`src/hdl/slm_cfg.svh`:
```
// display command path build constants
// uart bit timing, spi clock divider, display reset stretch
// and reply queue size
`ifndef SLM_CFG_SVH
`define SLM_CFG_SVH

//////////////////////////////////////////////////
// uart
//////////////////////////////////////////////////
// 62.5 MHz / 1 Mbaud, rounded down
`define SLM_CLKS_PER_BIT 62

//////////////////////////////////////////////////
// display spi and reset
//////////////////////////////////////////////////
// clocks per sck half period
`define SLM_SPI_HALF_PERIOD 4
// display reset low time once the command drops
`define SLM_RESET_HOLD 10

// replies buffered toward the host
`define SLM_REPLY_DEPTH 4

`endif

```
`src/hdl/spi_pkg.sv`:
```
// display spi frame types
// one 16 bit write is an address byte followed by a data byte,
// address goes out first
package spi_pkg;

  // bits per spi write
  localparam int SPI_FRAME_BITS = 16;

  // display register address
  typedef logic [7:0] spi_reg_addr_t;

  // raw word for the shifter
  // addr/data view for the assembler
  typedef union packed {
    logic [SPI_FRAME_BITS-1:0] raw;
    struct packed {
      spi_reg_addr_t addr;
      logic [7:0]    data;
    } field;
  } spi_frame_u;

endpackage

```
`src/hdl/uart_pkg.sv`:
```
// host uart side types
// byte type shared by receiver, transmitter, reply queue
// and command assembler
package uart_pkg;

  // data bits per uart character
  localparam int UART_DATA_BITS = 8;

  // one received or transmitted character
  typedef logic [UART_DATA_BITS-1:0] uart_byte_t;

endpackage

```
`src/hdl/spi_master.sv`:
```
// display spi master
// 16 bit mode 0 write, msb first, mosi moves on sck fall
// miso sampled on sck rise, last eight bits kept as the reply
`timescale 1ns/1ps
`include "slm_cfg.svh"

// request from assembler, reply toward the queue
interface spi_req_if import spi_pkg::*, uart_pkg::*; ();
  logic       start;
  spi_frame_u frame;
  logic       done;
  uart_byte_t reply;

  modport requester (output start, output frame);
  modport shifter (input start, input frame, output done, output reply);
  modport collector (input done, input reply);
endinterface

module spi_master import spi_pkg::*, uart_pkg::*; (
  input  logic      fpga_clk,
  input  logic      reset_all_cmd_w,
  spi_req_if.shifter spi_req,
  output logic      spi_sen_o,
  output logic      spi_sck_o,
  output logic      spi_mosi_o,
  input  logic      spi_miso_i
);

  localparam int HALF = `SLM_SPI_HALF_PERIOD;
  localparam int DIV_W = $clog2(HALF + 1);
  localparam int BIT_W = $clog2(SPI_FRAME_BITS);
  localparam logic [DIV_W-1:0] DIV_LAST = DIV_W'(HALF - 1);
  localparam logic [BIT_W-1:0] BIT_LAST = BIT_W'(SPI_FRAME_BITS - 1);

  localparam logic [1:0] S_IDLE = 2'd0;
  localparam logic [1:0] S_SHIFT = 2'd1;
  localparam logic [1:0] S_TAIL = 2'd2;
  localparam logic [1:0] S_DONE = 2'd3;

  logic [1:0]                state;
  logic [DIV_W-1:0]          div_cnt;
  logic [BIT_W-1:0]          bit_cnt;
  logic [SPI_FRAME_BITS-1:0] tx_sh;
  uart_byte_t                rx_sh;

  assign spi_mosi_o = tx_sh[SPI_FRAME_BITS-1];

  always_ff @(posedge fpga_clk) begin
    if (reset_all_cmd_w) begin
      state        <= S_IDLE;
      div_cnt      <= '0;
      bit_cnt      <= '0;
      tx_sh        <= '0;
      spi_sen_o    <= 1'b1;
      spi_sck_o    <= 1'b0;
      spi_req.done <= 1'b0;
    end else begin
      spi_req.done <= 1'b0;
      case (state)
        S_IDLE: begin
          // first bit is on mosi as sen drops
          if (spi_req.start) begin
            tx_sh     <= spi_req.frame.raw;
            div_cnt   <= '0;
            bit_cnt   <= '0;
            spi_sen_o <= 1'b0;
            state     <= S_SHIFT;
          end
        end
        S_SHIFT: begin
          if (div_cnt == DIV_LAST) begin
            div_cnt <= '0;
            if (!spi_sck_o) begin
              // rising edge
              spi_sck_o <= 1'b1;
              rx_sh     <= {rx_sh[UART_DATA_BITS-2:0], spi_miso_i};
            end else begin
              // falling edge
              spi_sck_o <= 1'b0;
              if (bit_cnt == BIT_LAST) begin
                state <= S_TAIL;
              end else begin
                bit_cnt <= bit_cnt + 1'b1;
                tx_sh   <= {tx_sh[SPI_FRAME_BITS-2:0], 1'b0};
              end
            end
          end else begin
            div_cnt <= div_cnt + 1'b1;
          end
        end
        S_TAIL: begin
          // half period hold before sen release
          if (div_cnt == DIV_LAST) begin
            div_cnt   <= '0;
            spi_sen_o <= 1'b1;
            state     <= S_DONE;
          end else begin
            div_cnt <= div_cnt + 1'b1;
          end
        end
        default: begin
          spi_req.done  <= 1'b1;
          spi_req.reply <= rx_sh;
          state         <= S_IDLE;
        end
      endcase
    end
  end

endmodule

```
`src/hdl/cmd_assembler.sv`:
```
// host command assembler
// even bytes give the register address, odd bytes the data
// every completed pair launches one spi write
`timescale 1ns/1ps

module cmd_assembler import uart_pkg::*, spi_pkg::*; (
  input  logic       fpga_clk,
  input  logic       reset_all_cmd_w,
  input  logic       rx_valid_i,
  input  uart_byte_t rx_byte_i,
  spi_req_if.requester spi_req
);

  spi_reg_addr_t addr_q;
  spi_frame_u    frame_q;
  logic          data_phase_q;
  logic          start_q;

  always_ff @(posedge fpga_clk) begin
    if (reset_all_cmd_w) begin
      // next byte is an address
      data_phase_q <= 1'b0;
      start_q      <= 1'b0;
    end else begin
      start_q <= 1'b0;
      if (rx_valid_i) begin
        if (!data_phase_q) begin
          addr_q       <= spi_reg_addr_t'(rx_byte_i);
          data_phase_q <= 1'b1;
        end else begin
          // address byte leads on the wire
          frame_q.field.addr <= addr_q;
          frame_q.field.data <= rx_byte_i;
          start_q            <= 1'b1;
          data_phase_q       <= 1'b0;
        end
      end
    end
  end

  assign spi_req.start = start_q;
  assign spi_req.frame = frame_q;

endmodule

```
`src/hdl/reply_queue.sv`:
```
// spi reply queue
// circular byte buffer filled on each finished transfer
// drained one byte at a time into the uart transmitter when idle
`timescale 1ns/1ps
`include "slm_cfg.svh"

module reply_queue import uart_pkg::*; (
  input  logic       fpga_clk,
  input  logic       reset_all_cmd_w,
  spi_req_if.collector spi_req,
  input  logic       tx_active_i,
  output logic       tx_start_o,
  output uart_byte_t tx_byte_o
);

  localparam int DEPTH = `SLM_REPLY_DEPTH;
  localparam int PTR_W = $clog2(DEPTH);
  localparam int CNT_W = $clog2(DEPTH + 1);
  localparam logic [PTR_W-1:0] PTR_LAST = PTR_W'(DEPTH - 1);
  localparam logic [CNT_W-1:0] CNT_FULL = CNT_W'(DEPTH);

  uart_byte_t       mem [DEPTH];
  logic [PTR_W-1:0] wr_ptr;
  logic [PTR_W-1:0] rd_ptr;
  logic [CNT_W-1:0] count;
  logic             pop_q;
  logic             push;
  logic             pop;

  // replies past a full queue are lost
  assign push = spi_req.done && (count != CNT_FULL);
  // hold off while the previous pop has not yet raised active
  assign pop = (count != '0) && !tx_active_i && !pop_q && !tx_start_o;

  always_ff @(posedge fpga_clk) begin
    if (push) begin
      mem[wr_ptr] <= spi_req.reply;
    end
    if (pop) begin
      tx_byte_o <= mem[rd_ptr];
    end
  end

  always_ff @(posedge fpga_clk) begin
    if (reset_all_cmd_w) begin
      wr_ptr     <= '0;
      rd_ptr     <= '0;
      count      <= '0;
      pop_q      <= 1'b0;
      tx_start_o <= 1'b0;
    end else begin
      // start one cycle after the pop
      pop_q      <= pop;
      tx_start_o <= pop_q;
      if (push) begin
        wr_ptr <= (wr_ptr == PTR_LAST) ? '0 : wr_ptr + 1'b1;
      end
      if (pop) begin
        rd_ptr <= (rd_ptr == PTR_LAST) ? '0 : rd_ptr + 1'b1;
      end
      count <= count + CNT_W'(push) - CNT_W'(pop);
    end
  end

endmodule

```
`src/hdl/slm_ctrl_top.sv`:
```
// display controller command path top level
// host uart bytes become spi register writes, spi replies
// go back on uart, display reset and clock come from here
`timescale 1ns/1ps
`include "slm_cfg.svh"

module slm_ctrl_top import uart_pkg::*; (
  input  logic fpga_clk,
  input  logic reset_all_cmd_w,
  input  logic uart_rx_i,
  output logic uart_tx_o,
  output logic spi_sen_o,
  output logic spi_sck_o,
  output logic spi_mosi_o,
  input  logic spi_miso_i,
  output logic slm_reset_n_o,
  output logic slm_clk_o
);

  logic       rx_valid;
  uart_byte_t rx_byte;
  logic       tx_start;
  uart_byte_t tx_byte;
  logic       tx_active;

  spi_req_if spi_req ();

  //////////////////////////////////////////////////
  // host uart
  //////////////////////////////////////////////////
  uart_rx #(.CLKS_PER_BIT(`SLM_CLKS_PER_BIT)) u_uart_rx (
    .fpga_clk        (fpga_clk),
    .reset_all_cmd_w (reset_all_cmd_w),
    .rx_serial_i     (uart_rx_i),
    .rx_valid_o      (rx_valid),
    .rx_byte_o       (rx_byte)
  );

  uart_tx #(.CLKS_PER_BIT(`SLM_CLKS_PER_BIT)) u_uart_tx (
    .fpga_clk        (fpga_clk),
    .reset_all_cmd_w (reset_all_cmd_w),
    .tx_start_i      (tx_start),
    .tx_byte_i       (tx_byte),
    .tx_active_o     (tx_active),
    .tx_serial_o     (uart_tx_o)
  );

  //////////////////////////////////////////////////
  // command and reply path
  //////////////////////////////////////////////////
  cmd_assembler u_cmd_assembler (
    .fpga_clk        (fpga_clk),
    .reset_all_cmd_w (reset_all_cmd_w),
    .rx_valid_i      (rx_valid),
    .rx_byte_i       (rx_byte),
    .spi_req         (spi_req.requester)
  );

  spi_master u_spi_master (
    .fpga_clk        (fpga_clk),
    .reset_all_cmd_w (reset_all_cmd_w),
    .spi_req         (spi_req.shifter),
    .spi_sen_o       (spi_sen_o),
    .spi_sck_o       (spi_sck_o),
    .spi_mosi_o      (spi_mosi_o),
    .spi_miso_i      (spi_miso_i)
  );

  reply_queue u_reply_queue (
    .fpga_clk        (fpga_clk),
    .reset_all_cmd_w (reset_all_cmd_w),
    .spi_req         (spi_req.collector),
    .tx_active_i     (tx_active),
    .tx_start_o      (tx_start),
    .tx_byte_o       (tx_byte)
  );

  //////////////////////////////////////////////////
  // display control pins
  //////////////////////////////////////////////////
  slm_reset_gen u_slm_reset_gen (
    .fpga_clk        (fpga_clk),
    .reset_all_cmd_w (reset_all_cmd_w),
    .slm_reset_n_o   (slm_reset_n_o)
  );

  // display runs straight off the system clock
  assign slm_clk_o = fpga_clk;

endmodule

```
`src/hdl/slm_reset_gen.sv`:
```
// display reset stretcher
// active low reset follows the command and stays low
// for a fixed number of cycles once it is released
`timescale 1ns/1ps
`include "slm_cfg.svh"

module slm_reset_gen (
  input  logic fpga_clk,
  input  logic reset_all_cmd_w,
  output logic slm_reset_n_o
);

  localparam int HOLD_W = $clog2(`SLM_RESET_HOLD + 1);

  logic [HOLD_W-1:0] hold_cnt;

  always_ff @(posedge fpga_clk) begin
    if (reset_all_cmd_w) begin
      // reload for as long as the command is up
      hold_cnt      <= HOLD_W'(`SLM_RESET_HOLD);
      slm_reset_n_o <= 1'b0;
    end else if (hold_cnt != '0) begin
      hold_cnt      <= hold_cnt - 1'b1;
      slm_reset_n_o <= 1'b0;
    end else begin
      slm_reset_n_o <= 1'b1;
    end
  end

endmodule

```
`src/hdl/uart_rx.sv`:
```
// uart receiver
// two flop synchronizer, samples each bit at mid period
// strobes valid for one cycle when a byte ends with a good stop bit
`timescale 1ns/1ps
`include "slm_cfg.svh"

module uart_rx import uart_pkg::*; #(
  parameter int CLKS_PER_BIT = `SLM_CLKS_PER_BIT
) (
  input  logic       fpga_clk,
  input  logic       reset_all_cmd_w,
  input  logic       rx_serial_i,
  output logic       rx_valid_o,
  output uart_byte_t rx_byte_o
);

  localparam int CNT_W = $clog2(CLKS_PER_BIT);
  localparam logic [CNT_W-1:0] CNT_LAST = CNT_W'(CLKS_PER_BIT - 1);
  localparam logic [CNT_W-1:0] CNT_MID = CNT_W'((CLKS_PER_BIT - 1) / 2);
  localparam logic [2:0] BIT_LAST = 3'(UART_DATA_BITS - 1);

  // fsm encodings
  localparam logic [1:0] S_IDLE = 2'd0;
  localparam logic [1:0] S_START = 2'd1;
  localparam logic [1:0] S_DATA = 2'd2;
  localparam logic [1:0] S_STOP = 2'd3;

  logic             rx_meta;
  logic             rx_sync;
  logic [1:0]       state;
  logic [CNT_W-1:0] clk_cnt;
  logic [2:0]       bit_idx;
  uart_byte_t       shift_q;

  // line idles high
  always_ff @(posedge fpga_clk) begin
    if (reset_all_cmd_w) begin
      rx_meta <= 1'b1;
      rx_sync <= 1'b1;
    end else begin
      rx_meta <= rx_serial_i;
      rx_sync <= rx_meta;
    end
  end

  always_ff @(posedge fpga_clk) begin
    if (reset_all_cmd_w) begin
      state      <= S_IDLE;
      clk_cnt    <= '0;
      bit_idx    <= '0;
      rx_valid_o <= 1'b0;
    end else begin
      rx_valid_o <= 1'b0;
      case (state)
        S_IDLE: begin
          clk_cnt <= '0;
          bit_idx <= '0;
          // falling edge marks a start bit
          if (!rx_sync) begin
            state <= S_START;
          end
        end
        S_START: begin
          if (clk_cnt == CNT_MID) begin
            clk_cnt <= '0;
            // still low at mid bit, otherwise a glitch
            state <= rx_sync ? S_IDLE : S_DATA;
          end else begin
            clk_cnt <= clk_cnt + 1'b1;
          end
        end
        S_DATA: begin
          if (clk_cnt == CNT_LAST) begin
            clk_cnt <= '0;
            // lsb first
            shift_q <= {rx_sync, shift_q[UART_DATA_BITS-1:1]};
            if (bit_idx == BIT_LAST) begin
              state <= S_STOP;
            end else begin
              bit_idx <= bit_idx + 1'b1;
            end
          end else begin
            clk_cnt <= clk_cnt + 1'b1;
          end
        end
        default: begin
          // mid stop bit, drop the byte on a framing error
          if (clk_cnt == CNT_LAST) begin
            state <= S_IDLE;
            if (rx_sync) begin
              rx_valid_o <= 1'b1;
              rx_byte_o  <= shift_q;
            end
          end else begin
            clk_cnt <= clk_cnt + 1'b1;
          end
        end
      endcase
    end
  end

endmodule

```
`src/hdl/uart_tx.sv`:
```
// uart transmitter
// start bit, eight data bits lsb first, one stop bit
// active stays high from the cycle after start to the end of stop
`timescale 1ns/1ps
`include "slm_cfg.svh"

module uart_tx import uart_pkg::*; #(
  parameter int CLKS_PER_BIT = `SLM_CLKS_PER_BIT
) (
  input  logic       fpga_clk,
  input  logic       reset_all_cmd_w,
  input  logic       tx_start_i,
  input  uart_byte_t tx_byte_i,
  output logic       tx_active_o,
  output logic       tx_serial_o
);

  localparam int CNT_W = $clog2(CLKS_PER_BIT);
  localparam logic [CNT_W-1:0] CNT_LAST = CNT_W'(CLKS_PER_BIT - 1);
  localparam logic [2:0] BIT_LAST = 3'(UART_DATA_BITS - 1);

  localparam logic [1:0] S_IDLE = 2'd0;
  localparam logic [1:0] S_START = 2'd1;
  localparam logic [1:0] S_DATA = 2'd2;
  localparam logic [1:0] S_STOP = 2'd3;

  logic [1:0]       state;
  logic [CNT_W-1:0] clk_cnt;
  logic [2:0]       bit_idx;
  uart_byte_t       shift_q;

  always_ff @(posedge fpga_clk) begin
    if (reset_all_cmd_w) begin
      state       <= S_IDLE;
      clk_cnt     <= '0;
      bit_idx     <= '0;
      tx_active_o <= 1'b0;
      tx_serial_o <= 1'b1;
    end else begin
      case (state)
        S_IDLE: begin
          // start bit goes out with active
          if (tx_start_i) begin
            shift_q     <= tx_byte_i;
            clk_cnt     <= '0;
            bit_idx     <= '0;
            tx_active_o <= 1'b1;
            tx_serial_o <= 1'b0;
            state       <= S_START;
          end
        end
        S_START: begin
          if (clk_cnt == CNT_LAST) begin
            clk_cnt     <= '0;
            tx_serial_o <= shift_q[0];
            state       <= S_DATA;
          end else begin
            clk_cnt <= clk_cnt + 1'b1;
          end
        end
        S_DATA: begin
          if (clk_cnt == CNT_LAST) begin
            clk_cnt <= '0;
            if (bit_idx == BIT_LAST) begin
              tx_serial_o <= 1'b1;
              state       <= S_STOP;
            end else begin
              bit_idx     <= bit_idx + 1'b1;
              shift_q     <= shift_q >> 1;
              tx_serial_o <= shift_q[1];
            end
          end else begin
            clk_cnt <= clk_cnt + 1'b1;
          end
        end
        default: begin
          // full stop bit then release
          if (clk_cnt == CNT_LAST) begin
            tx_active_o <= 1'b0;
            state       <= S_IDLE;
          end else begin
            clk_cnt <= clk_cnt + 1'b1;
          end
        end
      endcase
    end
  end

endmodule

```
`config.mk`:
```
export PLATFORM = sky130hd
export DESIGN_NAME = slm_ctrl_top
export DESIGN_NICKNAME = d
export VERILOG_FILES = /design/src/hdl/spi_pkg.sv /design/src/hdl/uart_pkg.sv /design/src/hdl/spi_master.sv /design/src/hdl/cmd_assembler.sv /design/src/hdl/reply_queue.sv /design/src/hdl/slm_ctrl_top.sv /design/src/hdl/slm_reset_gen.sv /design/src/hdl/uart_rx.sv /design/src/hdl/uart_tx.sv
export VERILOG_INCLUDE_DIRS = /design/src /design/src/hdl
export SDC_FILE = /design/constraint.sdc
export NUM_CORES = 1
export LEC_CHECK = 0
export BUFFER_PORTS_ARGS = -buffer_cell sky130_fd_sc_hd__buf_2
export CAP_MARGIN = 10
export CORE_MARGIN = 5
export CORE_UTILIZATION = 40
export DETAILED_ROUTE_END_ITERATION = 16
export HOLD_SLACK_MARGIN = 0.03
export MAX_ROUTING_LAYER = met4
export SLEW_MARGIN = 20
export SYNTH_ARGS = -nofsm -noshare
export SYNTH_HDL_FRONTEND = slang
export SYNTH_SLANG_ARGS = --single-unit
```
`constraint.sdc`:
```
create_clock -name fpga_clk -period 2.4 [get_ports fpga_clk]
set_input_delay 0 -clock fpga_clk [delete_from_list [all_inputs] [get_ports fpga_clk]]
set_output_delay 0 -clock fpga_clk [all_outputs]
set_load 0.02 [all_outputs]
```
; ---- Yosys cells after proc, flatten, opt, wreduce, memory -nomap -nowiden
; Memory sizes are Yosys's and may differ from the RTL's. A register that Yosys moved wholly into a read port is not among the register bits.
; Index checks and enable logic that the tools add are counted.
[word_totals]
regBits = 135
latchBits = 0
ram_bits = 32
romBits = 0
input_bits = 4
output_inout_bits = 6
wordCells = 205
mem_count = 1
[op_classes]
n_addsub = 11
n_mul = 0
div = 0
order_cmp = 0
n_eq_ne = 34
n_shift = 0
mux = 72
bitwise_logic = 8
n_reduce_logical = 45
[memory_table]
columns = memory, depth, width, rd, rd_clocked_by_memory_dff, write_ports, line
row1 = u_reply_queue.mem, 4, 8, 1, 1, 1, reply_queue.sv:22  ; uart_byte_t mem [DEPTH];
[op_table]
columns = operator, count
row1 = two-way mux 16 bit, 4
row2 = two-way mux 2 bit, 18
row3 = two-way mux 6 bit, 6
row4 = case mux 16 bit (2 select lines), 1
row5 = AND reduction 5 bit, 5
row6 = two-way mux 8 bit, 3
row7 = "!= test 2 x 1 -> 1 bit, second input constant", 11
row8 = two-way mux 3 bit, 7
row9 = case mux 2 bit (3 select lines), 3
row10 = case mux 3 bit (2 select lines), 3
row11 = case mux 6 bit (3 select lines), 1
row12 = AND reduction 3 bit, 6
row13 = two-way mux 1 bit, 16
row14 = two-way mux 4 bit, 4
row15 = case mux 8 bit (2 select lines), 1
row16 = AND reduction 4 bit, 4
row17 = "adder 6 x 1 -> 6 bit, second input constant", 2
row18 = "equality test 6 bit, second input constant", 2
row19 = case mux 6 bit (2 select lines), 1
row20 = nonzero test 2 bit, 6
row21 = "equality test 2 bit, second input constant", 5
row22 = "!= test 2 bit, second input constant", 5
row23 = "adder 3 x 1 -> 3 bit, second input constant", 3
row24 = nonzero test 3 bit, 3
row25 = other kinds (24), 50

; ---- Longest topological paths before layout
; Gate-level depths: netlist of the first run.
[logic_depth]
depth_word = 5
depth_mapped = 10
depth_no_buf = 10

; ---- By module
; A second synthesis of the first run with hierarchy kept.
[hier_totals]
cells_unflattened = 557
area_unflattened_um2 = 7443.4
[by_module_without_submodules]
columns = module, n_inst, cells_per_inst, area_each_um2, seq_area_each_um2
row1 = spi_master, 1, 177, 2019.4, 1041.0
row2 = reply_queue, 1, 103, 1905.6, 1381.3
row3 = uart_rx, 1, 111, 1333.8, 760.7
row4 = uart_tx, 1, 111, 1144.8, 500.5
row5 = cmd_assembler, 1, 31, 800.8, 760.7
row6 = slm_reset_gen, 1, 23, 231.5, 100.1
row7 = slm_ctrl_top, 1, 1, 7.5, 0.0

==> results of run 1 <==
-- worst max-delay path, cell delays in order, from the launching register on --
cell,delay (ns)
sky130_fd_sc_hd__dfxtp_1,0.36
sky130_fd_sc_hd__nor3_1,0.35
sky130_fd_sc_hd__nor4_4,0.06
sky130_fd_sc_hd__ha_1,0.29
sky130_fd_sc_hd__inv_1,0.07
sky130_fd_sc_hd__ha_1,0.14
sky130_fd_sc_hd__inv_1,0.05
sky130_fd_sc_hd__fa_1,0.41
sky130_fd_sc_hd__xor2_1,0.17
sky130_fd_sc_hd__xnor2_1,0.14
sky130_fd_sc_hd__nor2_1,0.05
-- cells in the final DEF (no fill, tap or decap), types with 4 or more instances in the layout --
master                        n
sky130_fd_sc_hd__nor3_1       9
sky130_fd_sc_hd__clkinv_8     4
sky130_fd_sc_hd__mux2_2       8
sky130_fd_sc_hd__inv_6        6
sky130_fd_sc_hd__nor2b_1     14
sky130_fd_sc_hd__nand2_1     17
sky130_fd_sc_hd__o31ai_1      4
sky130_fd_sc_hd__and3_1       6
sky130_fd_sc_hd__ha_1        27
sky130_fd_sc_hd__inv_1       22
sky130_fd_sc_hd__o21ai_0     15
sky130_fd_sc_hd__nand3_1     11
sky130_fd_sc_hd__or4_1        4
sky130_fd_sc_hd__buf_2        9
sky130_fd_sc_hd__nor3b_1      4
sky130_fd_sc_hd__nor2_1      42
sky130_fd_sc_hd__nand2b_1    14
sky130_fd_sc_hd__dfxtp_1     71
sky130_fd_sc_hd__mux4_2       8
sky130_fd_sc_hd__xnor2_1      6
sky130_fd_sc_hd__mux2i_1     23
sky130_fd_sc_hd__buf_4       11
sky130_fd_sc_hd__clkbuf_16   20
sky130_fd_sc_hd__or3_1        7
sky130_fd_sc_hd__a21oi_1     29
sky130_fd_sc_hd__a211oi_1    16
sky130_fd_sc_hd__edfxtp_1   104
sky130_fd_sc_hd__and2_1       5
-- worst max path at each step --
stage	start	end	slack (ns)
after floorplan	u_reply_queue.count[1]	u_reply_queue.count[2]	0.07
after global placement	u_reply_queue.count[1]	u_reply_queue.count[2]	0.31
after detailed placement	u_reply_queue.count[1]	u_reply_queue.count[2]	0.21
after CTS	u_reply_queue.count[1]	u_reply_queue.count[2]	0.19
after global routing	u_reply_queue.count[1]	u_reply_queue.count[2]	0.09
final	u_reply_queue.count[1]	u_reply_queue.count[2]	0.20
-- per-layer routing --
metal  share of wire  vias to the layer above
li1                -                     2009
met1            0.48                     1938
met2            0.47                       53
met3           0.035                       16
met4           0.018                        0
met5               0                        -
-- final cells by class --
class,count,share of cell area
Clock inverter,14,0.0198
Multi-Input combinational cell,312,0.288
Tap cell,225,0.0349
Timing Repair Buffer,23,0.0214
Inverter,22,0.0102
Sequential cell,175,0.563
Clock buffer,22,0.0631
-- sequential cells by signal, indices dropped and copies added, names as in the netlist, 3 cells and up --
name,flops
u_cmd_assembler.spi_req.frame,16
u_cmd_assembler.addr_q,8
u_uart_tx.bit_idx,3
u_uart_rx.bit_idx,3
u_uart_tx.shift_q,8
u_uart_rx.clk_cnt,6
u_spi_master.rx_sh,8
u_reply_queue.tx_byte_o,8
u_spi_master.spi_req.reply,8
u_uart_tx.clk_cnt,6
u_uart_rx.rx_byte_o,8
u_spi_master.tx_sh,16
u_spi_master.div_cnt,3
u_uart_rx.shift_q,8
u_slm_reset_gen.hold_cnt,4
u_reply_queue.count,3
u_spi_master.bit_cnt,4
u_reply_queue.mem,32
-- cell families (layout without fill, tap and decap cells) --
group / after synthesis / in the layout / synth area share
DFF: 175 / 175 / 0.646
and+or+nand+nor: 150 / 150 / 0.117
AOI/OAI and AO/OA: 86 / 86 / 0.0789
buffers and inverters: 43 / 81 / 0.0251
muxes: 40 / 40 / 0.0727
adders and majority gates: 28 / 28 / 0.0509
xor gates and xnor gates: 8 / 8 / 0.00996
-- timing repair --
item | in CTS | in global routing
hold buffers | 3 | 0
endpoints found under the hold margin | 33 | 0
gates resized for setup | 0 | 0
-- power by group through the flow --
| stage | Combinational, mW | Clock (mW) | Sequential [mW] |
|---|---|---|---|
| after floorplan | 0.876 | 0.0487 | 3.57 |
| after global placement | 0.997 | 0.0389 | 3.64 |
| after detailed placement | 1.05 | 0.0389 | 3.66 |
| after CTS | 1.07 | 3.05 | 3.59 |
| after global routing | 1.18 | 3.19 | 3.62 |
| final | 1.05 | 2.96 | 3.58 |
-- synthesized netlist by cell type (all sizes together), types with 11 or more instances --
library cell  count  area, um2
dfxtp            71       1420
edfxtp          104       3120
nand3            11       55.1
a211oi           16        120
nor2b            14       87.6
a21oi            29        145
inv              22       82.6
clkbuf           11       41.3
nor2             42        158
nand2            17       63.8
nand2b           14       87.6
mux2i            23        230
o21ai            16       80.1
ha               27        338
-- stage by stage --
step	setup slack (ns)	hold WS [ns]	total power, mW
floorplan	0.0664	0.0989	4.49
global placement	0.305	0.134	4.67
detailed placement	0.211	0.134	4.75
CTS	0.192	0.156	7.71
global route	0.0940	0.188	7.98
finish	0.204	0.181	7.59
==> summary.md, run 1 <==
The run gives 8080 um2 as the post-layout instance area. The aggregate global routing overflow was 0; the synthesized flop and latch total was 175. Worst hold path stage count: 2. The met1 usage was 0.154; the die outline height was 143 um.

For the finished layout, the period the worst path requires is 2.20 ns. The sequential share of power was 0.472. The tools report the routing usage on met2 as 0.188. The worst hold path begins at spi_miso_i. The run gives 5.55 mW as the internal portion of total power. The logs give 0.0399 for the global-route track usage on met3 and 755 for the number of cells after detailed placement. The number of global-route vias before repair came out at 4156. In this run the worst path has a maximum fanout of 4. The depth of the worst register-to-register path came out at 10.

The floorplan has 48 rows. The logs give 0 for the antenna diode count and 0.125 for the global routing usage summed across all routing layers. For this run, the number of standard cells in the final layout without fillers is 793. The run gives 7330 um as the placed wire-length estimate. For this run, the number of Yosys warnings is 0.

The logs give 0.407 for the starting density of the core and 0 for the final number of max-transition violations. In the final layout, the multi-input gates occupy 2320 um2. Leakage power of the design: 2.84 nW.

The average footprint of a synthesized cell was 13.3 um2; the initial antenna violation count was 0. The run gives 562 as the number of nets in the synthesized netlist. The worst path arrival time came out at 2.61 ns. The fraction of power consumed by combinational cells was 0.138; the post-CTS clock slew at the launch and capture registers of the worst setup and hold paths was 0.07 ns. In this run the critical register-to-register path is launched from u_reply_queue.count[1]. After detailed routing, the average wire length per cell comes to 14.0 um.

The synthesis-to-layout area growth is 14.8%. TritonCTS built the clock tree. For the final routed database, the setup TNS stands at 0 ns. The violation count after the first detailed-route iteration came out at 201. Across the routed clock network, the largest skew measured is 0.0124 ns.

The part of the power in the clock network was 0.390; the final core utilization was 0.467. The global-route wire length before repair was 19500 um. At the end of routability-driven placement, the weighted congestion stood at 0.770.

The flow ran to the end, and the final reports show no timing, DRC or antenna violations. Kind of critical path: reg2reg. Yosys mapped a number of flops with a built-in enable equal to 104. The fraction of synthesis flops using an asynchronous set or reset pin was 0.

For the worst-skew pair, the clock arrives at the later sink with an insertion delay of 0.54 ns. The mapped netlist covers 7040 um2. The maximum vdd drop was 684 uV. The fraction of the cycle the final worst path needs was 0.915; the post-CTS setup buffer count was 0.

The type of the tightest min-delay check is in2reg. Counting every instance in the synthesized netlist gives 530. Tightest slew margin relative to the limit: 0.490. The fraction of final layout cells with drive strength greater than 1 is 0.134. Max-cap violations in this run came to 0. Setup repair after global routing left no endpoint under its margin.

Pin placement for this block handled 10 I/O pins. Dividing total power by cell area gives a power density of 940 nW/um2. The switching part of the total is 0.269, and the final net count is 587.

The net load switching power came out at 2.04 mW. The placed standard-cell area is 7380 um2, and the sequential cell area in the final layout is 4540 um2. Synthesis instantiated 59 different standard cells from the library. In this run the standard cell core region covers 17300 um2.

In the routed layout, each cell is associated on average with a via count of 5.06. Input and output buffers added on the ports amount to 9. The total detailed-routing wirelength was 11100 um. For this run, the top clock speed supported by timing is 455 MHz.

The horizontal extent of the die is 143 um, and the register-to-register setup slack is 0.20 ns. The tools report the endpoint required time on the critical path as 2.82 ns. The run gives 0 as the DRC violation count after routing. The kind of capture point of the worst setup path is a register. The area enclosed by the die boundary is 20300 um2. The worst hold path terminates at u_spi_master.rx_sh[0]. The global routing stage identified its most utilized layer as met2. Startpoint class of the critical path: a register. Once detail routing completed, the nets flagged for antenna violations numbered 0. The count of vias placed by the detailed router is 4016. The pre-antenna-repair detailed-routing pass consisted of 4 iterations.

Fill cells in the final layout number 1515. Setup violations remaining at the end of the flow were counted as 0. The maximum number of pins on one net before global-route repair is 79.

The sequential-to-total area share from yosys stat is 0.646, and the actual slew at the worst max-slew pin is 0.763 ns. The endpoint identified for the worst register-to-register timing path is u_reply_queue.count[2]. For this run, the leading register cell type out of synthesis is sky130_fd_sc_hd__edfxtp_1. For the count of final hold-check violations, the log shows 0.
Note: power is estimated with default switching activity, not from simulation.
==> run 2: changes to the inputs <==
--- a/config.mk
+++ b/config.mk
@@ -13,6 +13,7 @@
 export DETAILED_ROUTE_END_ITERATION = 16
 export HOLD_SLACK_MARGIN = 0.03
 export MAX_ROUTING_LAYER = met4
+export SETUP_SLACK_MARGIN = 0.4
 export SLEW_MARGIN = 20
 export SYNTH_ARGS = -nofsm -noshare
 export SYNTH_HDL_FRONTEND = slang
==> summary.md, run 2 (synthesis gave the netlist of run 1 again) <==
The sequential cell area in the final layout is 4550 um2 (was 4540 um2). The type of the tightest min-delay check is in2reg (unchanged). Die outline height: 143 um (unchanged). The register with the highest flop count was u_reply_queue.mem (unchanged).

The tools report the antenna diode count as 0 (unchanged). The worst reg2reg path startpoint was u_reply_queue.count[0] (was u_reply_queue.count[1]). The I/O pin count was 10 (unchanged); the global routing usage summed across all routing layers was 0.126 (was 0.125). The critical path capture point is u_reply_queue.count[2] (unchanged). The depth of the worst register-to-register path is 10 (unchanged), and the largest fanout on the critical path is 2 (was 4). The tools report the endpoint required time on the critical path as 2.81 ns (was 2.82 ns). TritonCTS built the clock tree.

The final net count is 593 (was 587). The kind of critical path is reg2reg (unchanged). The total detailed-routing wirelength is 11500 um (was 11100 um). The worst clock skew was 0.00934 ns (was 0.0124 ns); the final worst-path setup slack was 0.369 ns (was 0.204 ns). Routability congestion estimate: 0.767 (was 0.770). The number of global-route vias before repair is 3999 (was 4156).

The initial antenna violation count was 0 (unchanged). The most common cell after layout, fill and taps aside was sky130_fd_sc_hd__edfxtp_1 (unchanged). The tools report the end of the worst register-to-register path as u_reply_queue.count[2] (unchanged).

The tools report the maximum vdd drop as 521 uV (was 684 uV). For the worst setup slack after placement, the log shows 0.361 ns (was 0.211 ns). The number of cells after detailed placement is 754 (was 755), and the area enclosed by the die boundary is 20300 um2 (unchanged). The run gives 0 (unchanged) as the aggregate global routing overflow.

The number of input and output port buffers inserted works out to 9 (unchanged). The violation count after the first detailed-route iteration came out at 245 (was 201). The synthesis-to-layout area growth was 17.2% (was 14.8%); the horizontal extent of the die was 143 um (unchanged). Register-to-register setup slack: 0.37 ns (was 0.20 ns). Most frequent cells in the layout: sky130_fd_sc_hd__edfxtp_1, sky130_fd_sc_hd__dfxtp_1, sky130_fd_sc_hd__nor2_1, sky130_fd_sc_hd__a21oi_1, sky130_fd_sc_hd__ha_1 (unchanged). The final instance count without filler cells came out at 799 (was 793). The tools report the DRC violation count after routing as 0 (unchanged).

The fraction of final layout cells with drive strength greater than 1 was 0.160 (was 0.134). The tools report the number of optimization iterations in the first detailed-route pass as 4 (unchanged). The leakage power of the design was 2.91 nW (was 2.84 nW). The fraction of the cycle the final worst path needs was 0.846 (was 0.915); the power density of the placed cells was 942 nW/um2 (was 940 nW/um2).

The post-CTS clock slew at the launch and capture registers of the worst setup and hold paths works out to 0.06 ns (was 0.07 ns). The number of maximum-capacitance constraint violations was 0 (unchanged). For the placed wire-length estimate, the log shows 7170 um (was 7330 um). The count of final hold-check violations is 0 (unchanged), and the maximum number of pins on one net before global-route repair is 58 (was 79). The final number of max-transition violations was 0 (unchanged). The insertion delay of the later-clocked pin in the worst-skew pair is 0.53 ns (was 0.54 ns), and the number of fillers in the final layout is 1515 (unchanged).

The tools report the count of vias placed by the detailed router as 4024 (was 4016). The number of antenna-violating nets in the routed design was 0 (unchanged); the number of placement rows was 48 (unchanged). Flip-flop count of the largest register after layout: 32 (unchanged). Setup repair after global routing could not meet its margin everywhere.

The flow ran to the end, and the final reports show no timing, DRC or antenna violations. The number of vias per cell after detailed routing works out to 5.04 (was 5.06). Detailed-route wire length per cell: 14.3 um (was 14.0 um). The startpoint class of the critical path was a register (unchanged). The highest achievable clock rate was 492 MHz (was 455 MHz); the actual slew at the worst max-slew pin was 0.766 ns (was 0.763 ns). Worst path arrival time: 2.44 ns (was 2.61 ns). The final number of setup-violating endpoints is 0 (unchanged).

The final period demand of the worst path was 2.03 ns (was 2.20 ns). The starting density of the core was 0.407 (unchanged). The tools report the tightest slew margin relative to the limit as 0.489 (was 0.490). The kind of capture point of the worst setup path was a register (unchanged). For the multi-input logic area, the log shows 2370 um2 (was 2320 um2).

The tools report the post-layout total power as 7.77 mW (was 7.59 mW). The global-route wire length before repair was 19400 um (was 19500 um); the core footprint was 17300 um2 (unchanged). The run gives 0 ns (unchanged) as the summed negative setup slack over all endpoints. The launching element of the worst setup path was u_reply_queue.count[0] (was u_reply_queue.count[1]).
## run 2: changes by cell type in the layout (fill, tap and decap cells not counted), sizes merged
cell,delta
clkbuf,+8
dlygate4sd3,+1
inv,-6
buf,+4
clkinv,-1
## run 2: where the power goes
group | total [mW] | switching [mW] | internal, mW
clock | 3.04 | 1.15 | 1.88
combinational | 1.14 | 0.570 | 0.567
sequential | 3.60 | 0.167 | 3.43
## run 2: how the worst min path moves through the flow
stage                     startpoint               endpoint  cells past startpoint
after CTS                 spi_miso_i  u_spi_master.rx_sh[0]                      2
after detailed placement    fpga_clk              slm_clk_o                      1
after global routing      spi_miso_i  u_spi_master.rx_sh[0]                      2
final                     spi_miso_i  u_spi_master.rx_sh[0]                      2
after global placement      fpga_clk              slm_clk_o                      1
after floorplan           spi_miso_i  u_spi_master.rx_sh[0]                      0
## run 2: per-stage QoR
stage           util  hold WS (ns)  cell area (um2)
6_report       0.477         0.178             8240
5_1_grt        0.477         0.170             8240
4_1_cts        0.472         0.149             8160
3_5_place_dp   0.428         0.134             7400
3_3_place_gp   0.428         0.134             7400
2_1_floorplan      -        0.0989             7080
## run 2: cell type report
class                   instances  share of cell area
flip-flops and latches        175               0.552
multi-input cells             312               0.288
clock buffers                  29              0.0791
well taps                     225              0.0341
repair buffers                 29              0.0319
inverters                      22              0.0100
clock inverters                 7             0.00470
## run 2: worst max-delay path, stage by stage (launching register included)
cell                      delay [ns]
sky130_fd_sc_hd__dfxtp_2        0.33
sky130_fd_sc_hd__nor3_4         0.21
sky130_fd_sc_hd__nor4_4         0.07
sky130_fd_sc_hd__ha_1           0.28
sky130_fd_sc_hd__inv_1          0.05
sky130_fd_sc_hd__ha_1           0.14
sky130_fd_sc_hd__inv_1          0.05
sky130_fd_sc_hd__fa_2           0.36
sky130_fd_sc_hd__xor2_2         0.18
sky130_fd_sc_hd__xnor2_1        0.17
sky130_fd_sc_hd__nor2_1         0.07
## run 2: timing repair
item | CTS | global route
hold buffers | 4 | 0
setup buffers | 3 | 2
cloned | 0 | 1
gates resized for setup | 3 | 8
endpoints found under the hold margin | 16 | 0
setup endpoints to repair | 11 | 38
pin swaps | 5 | 1
## run 2: routing by layer
metal	vias to the layer above	track usage	share of wire
li1	2007	-	-
met1	1953	0.156	0.48
met2	51	0.185	0.48
met3	13	0.0445	0.029
met4	0	0.0590	0.018
met5	-	-	0
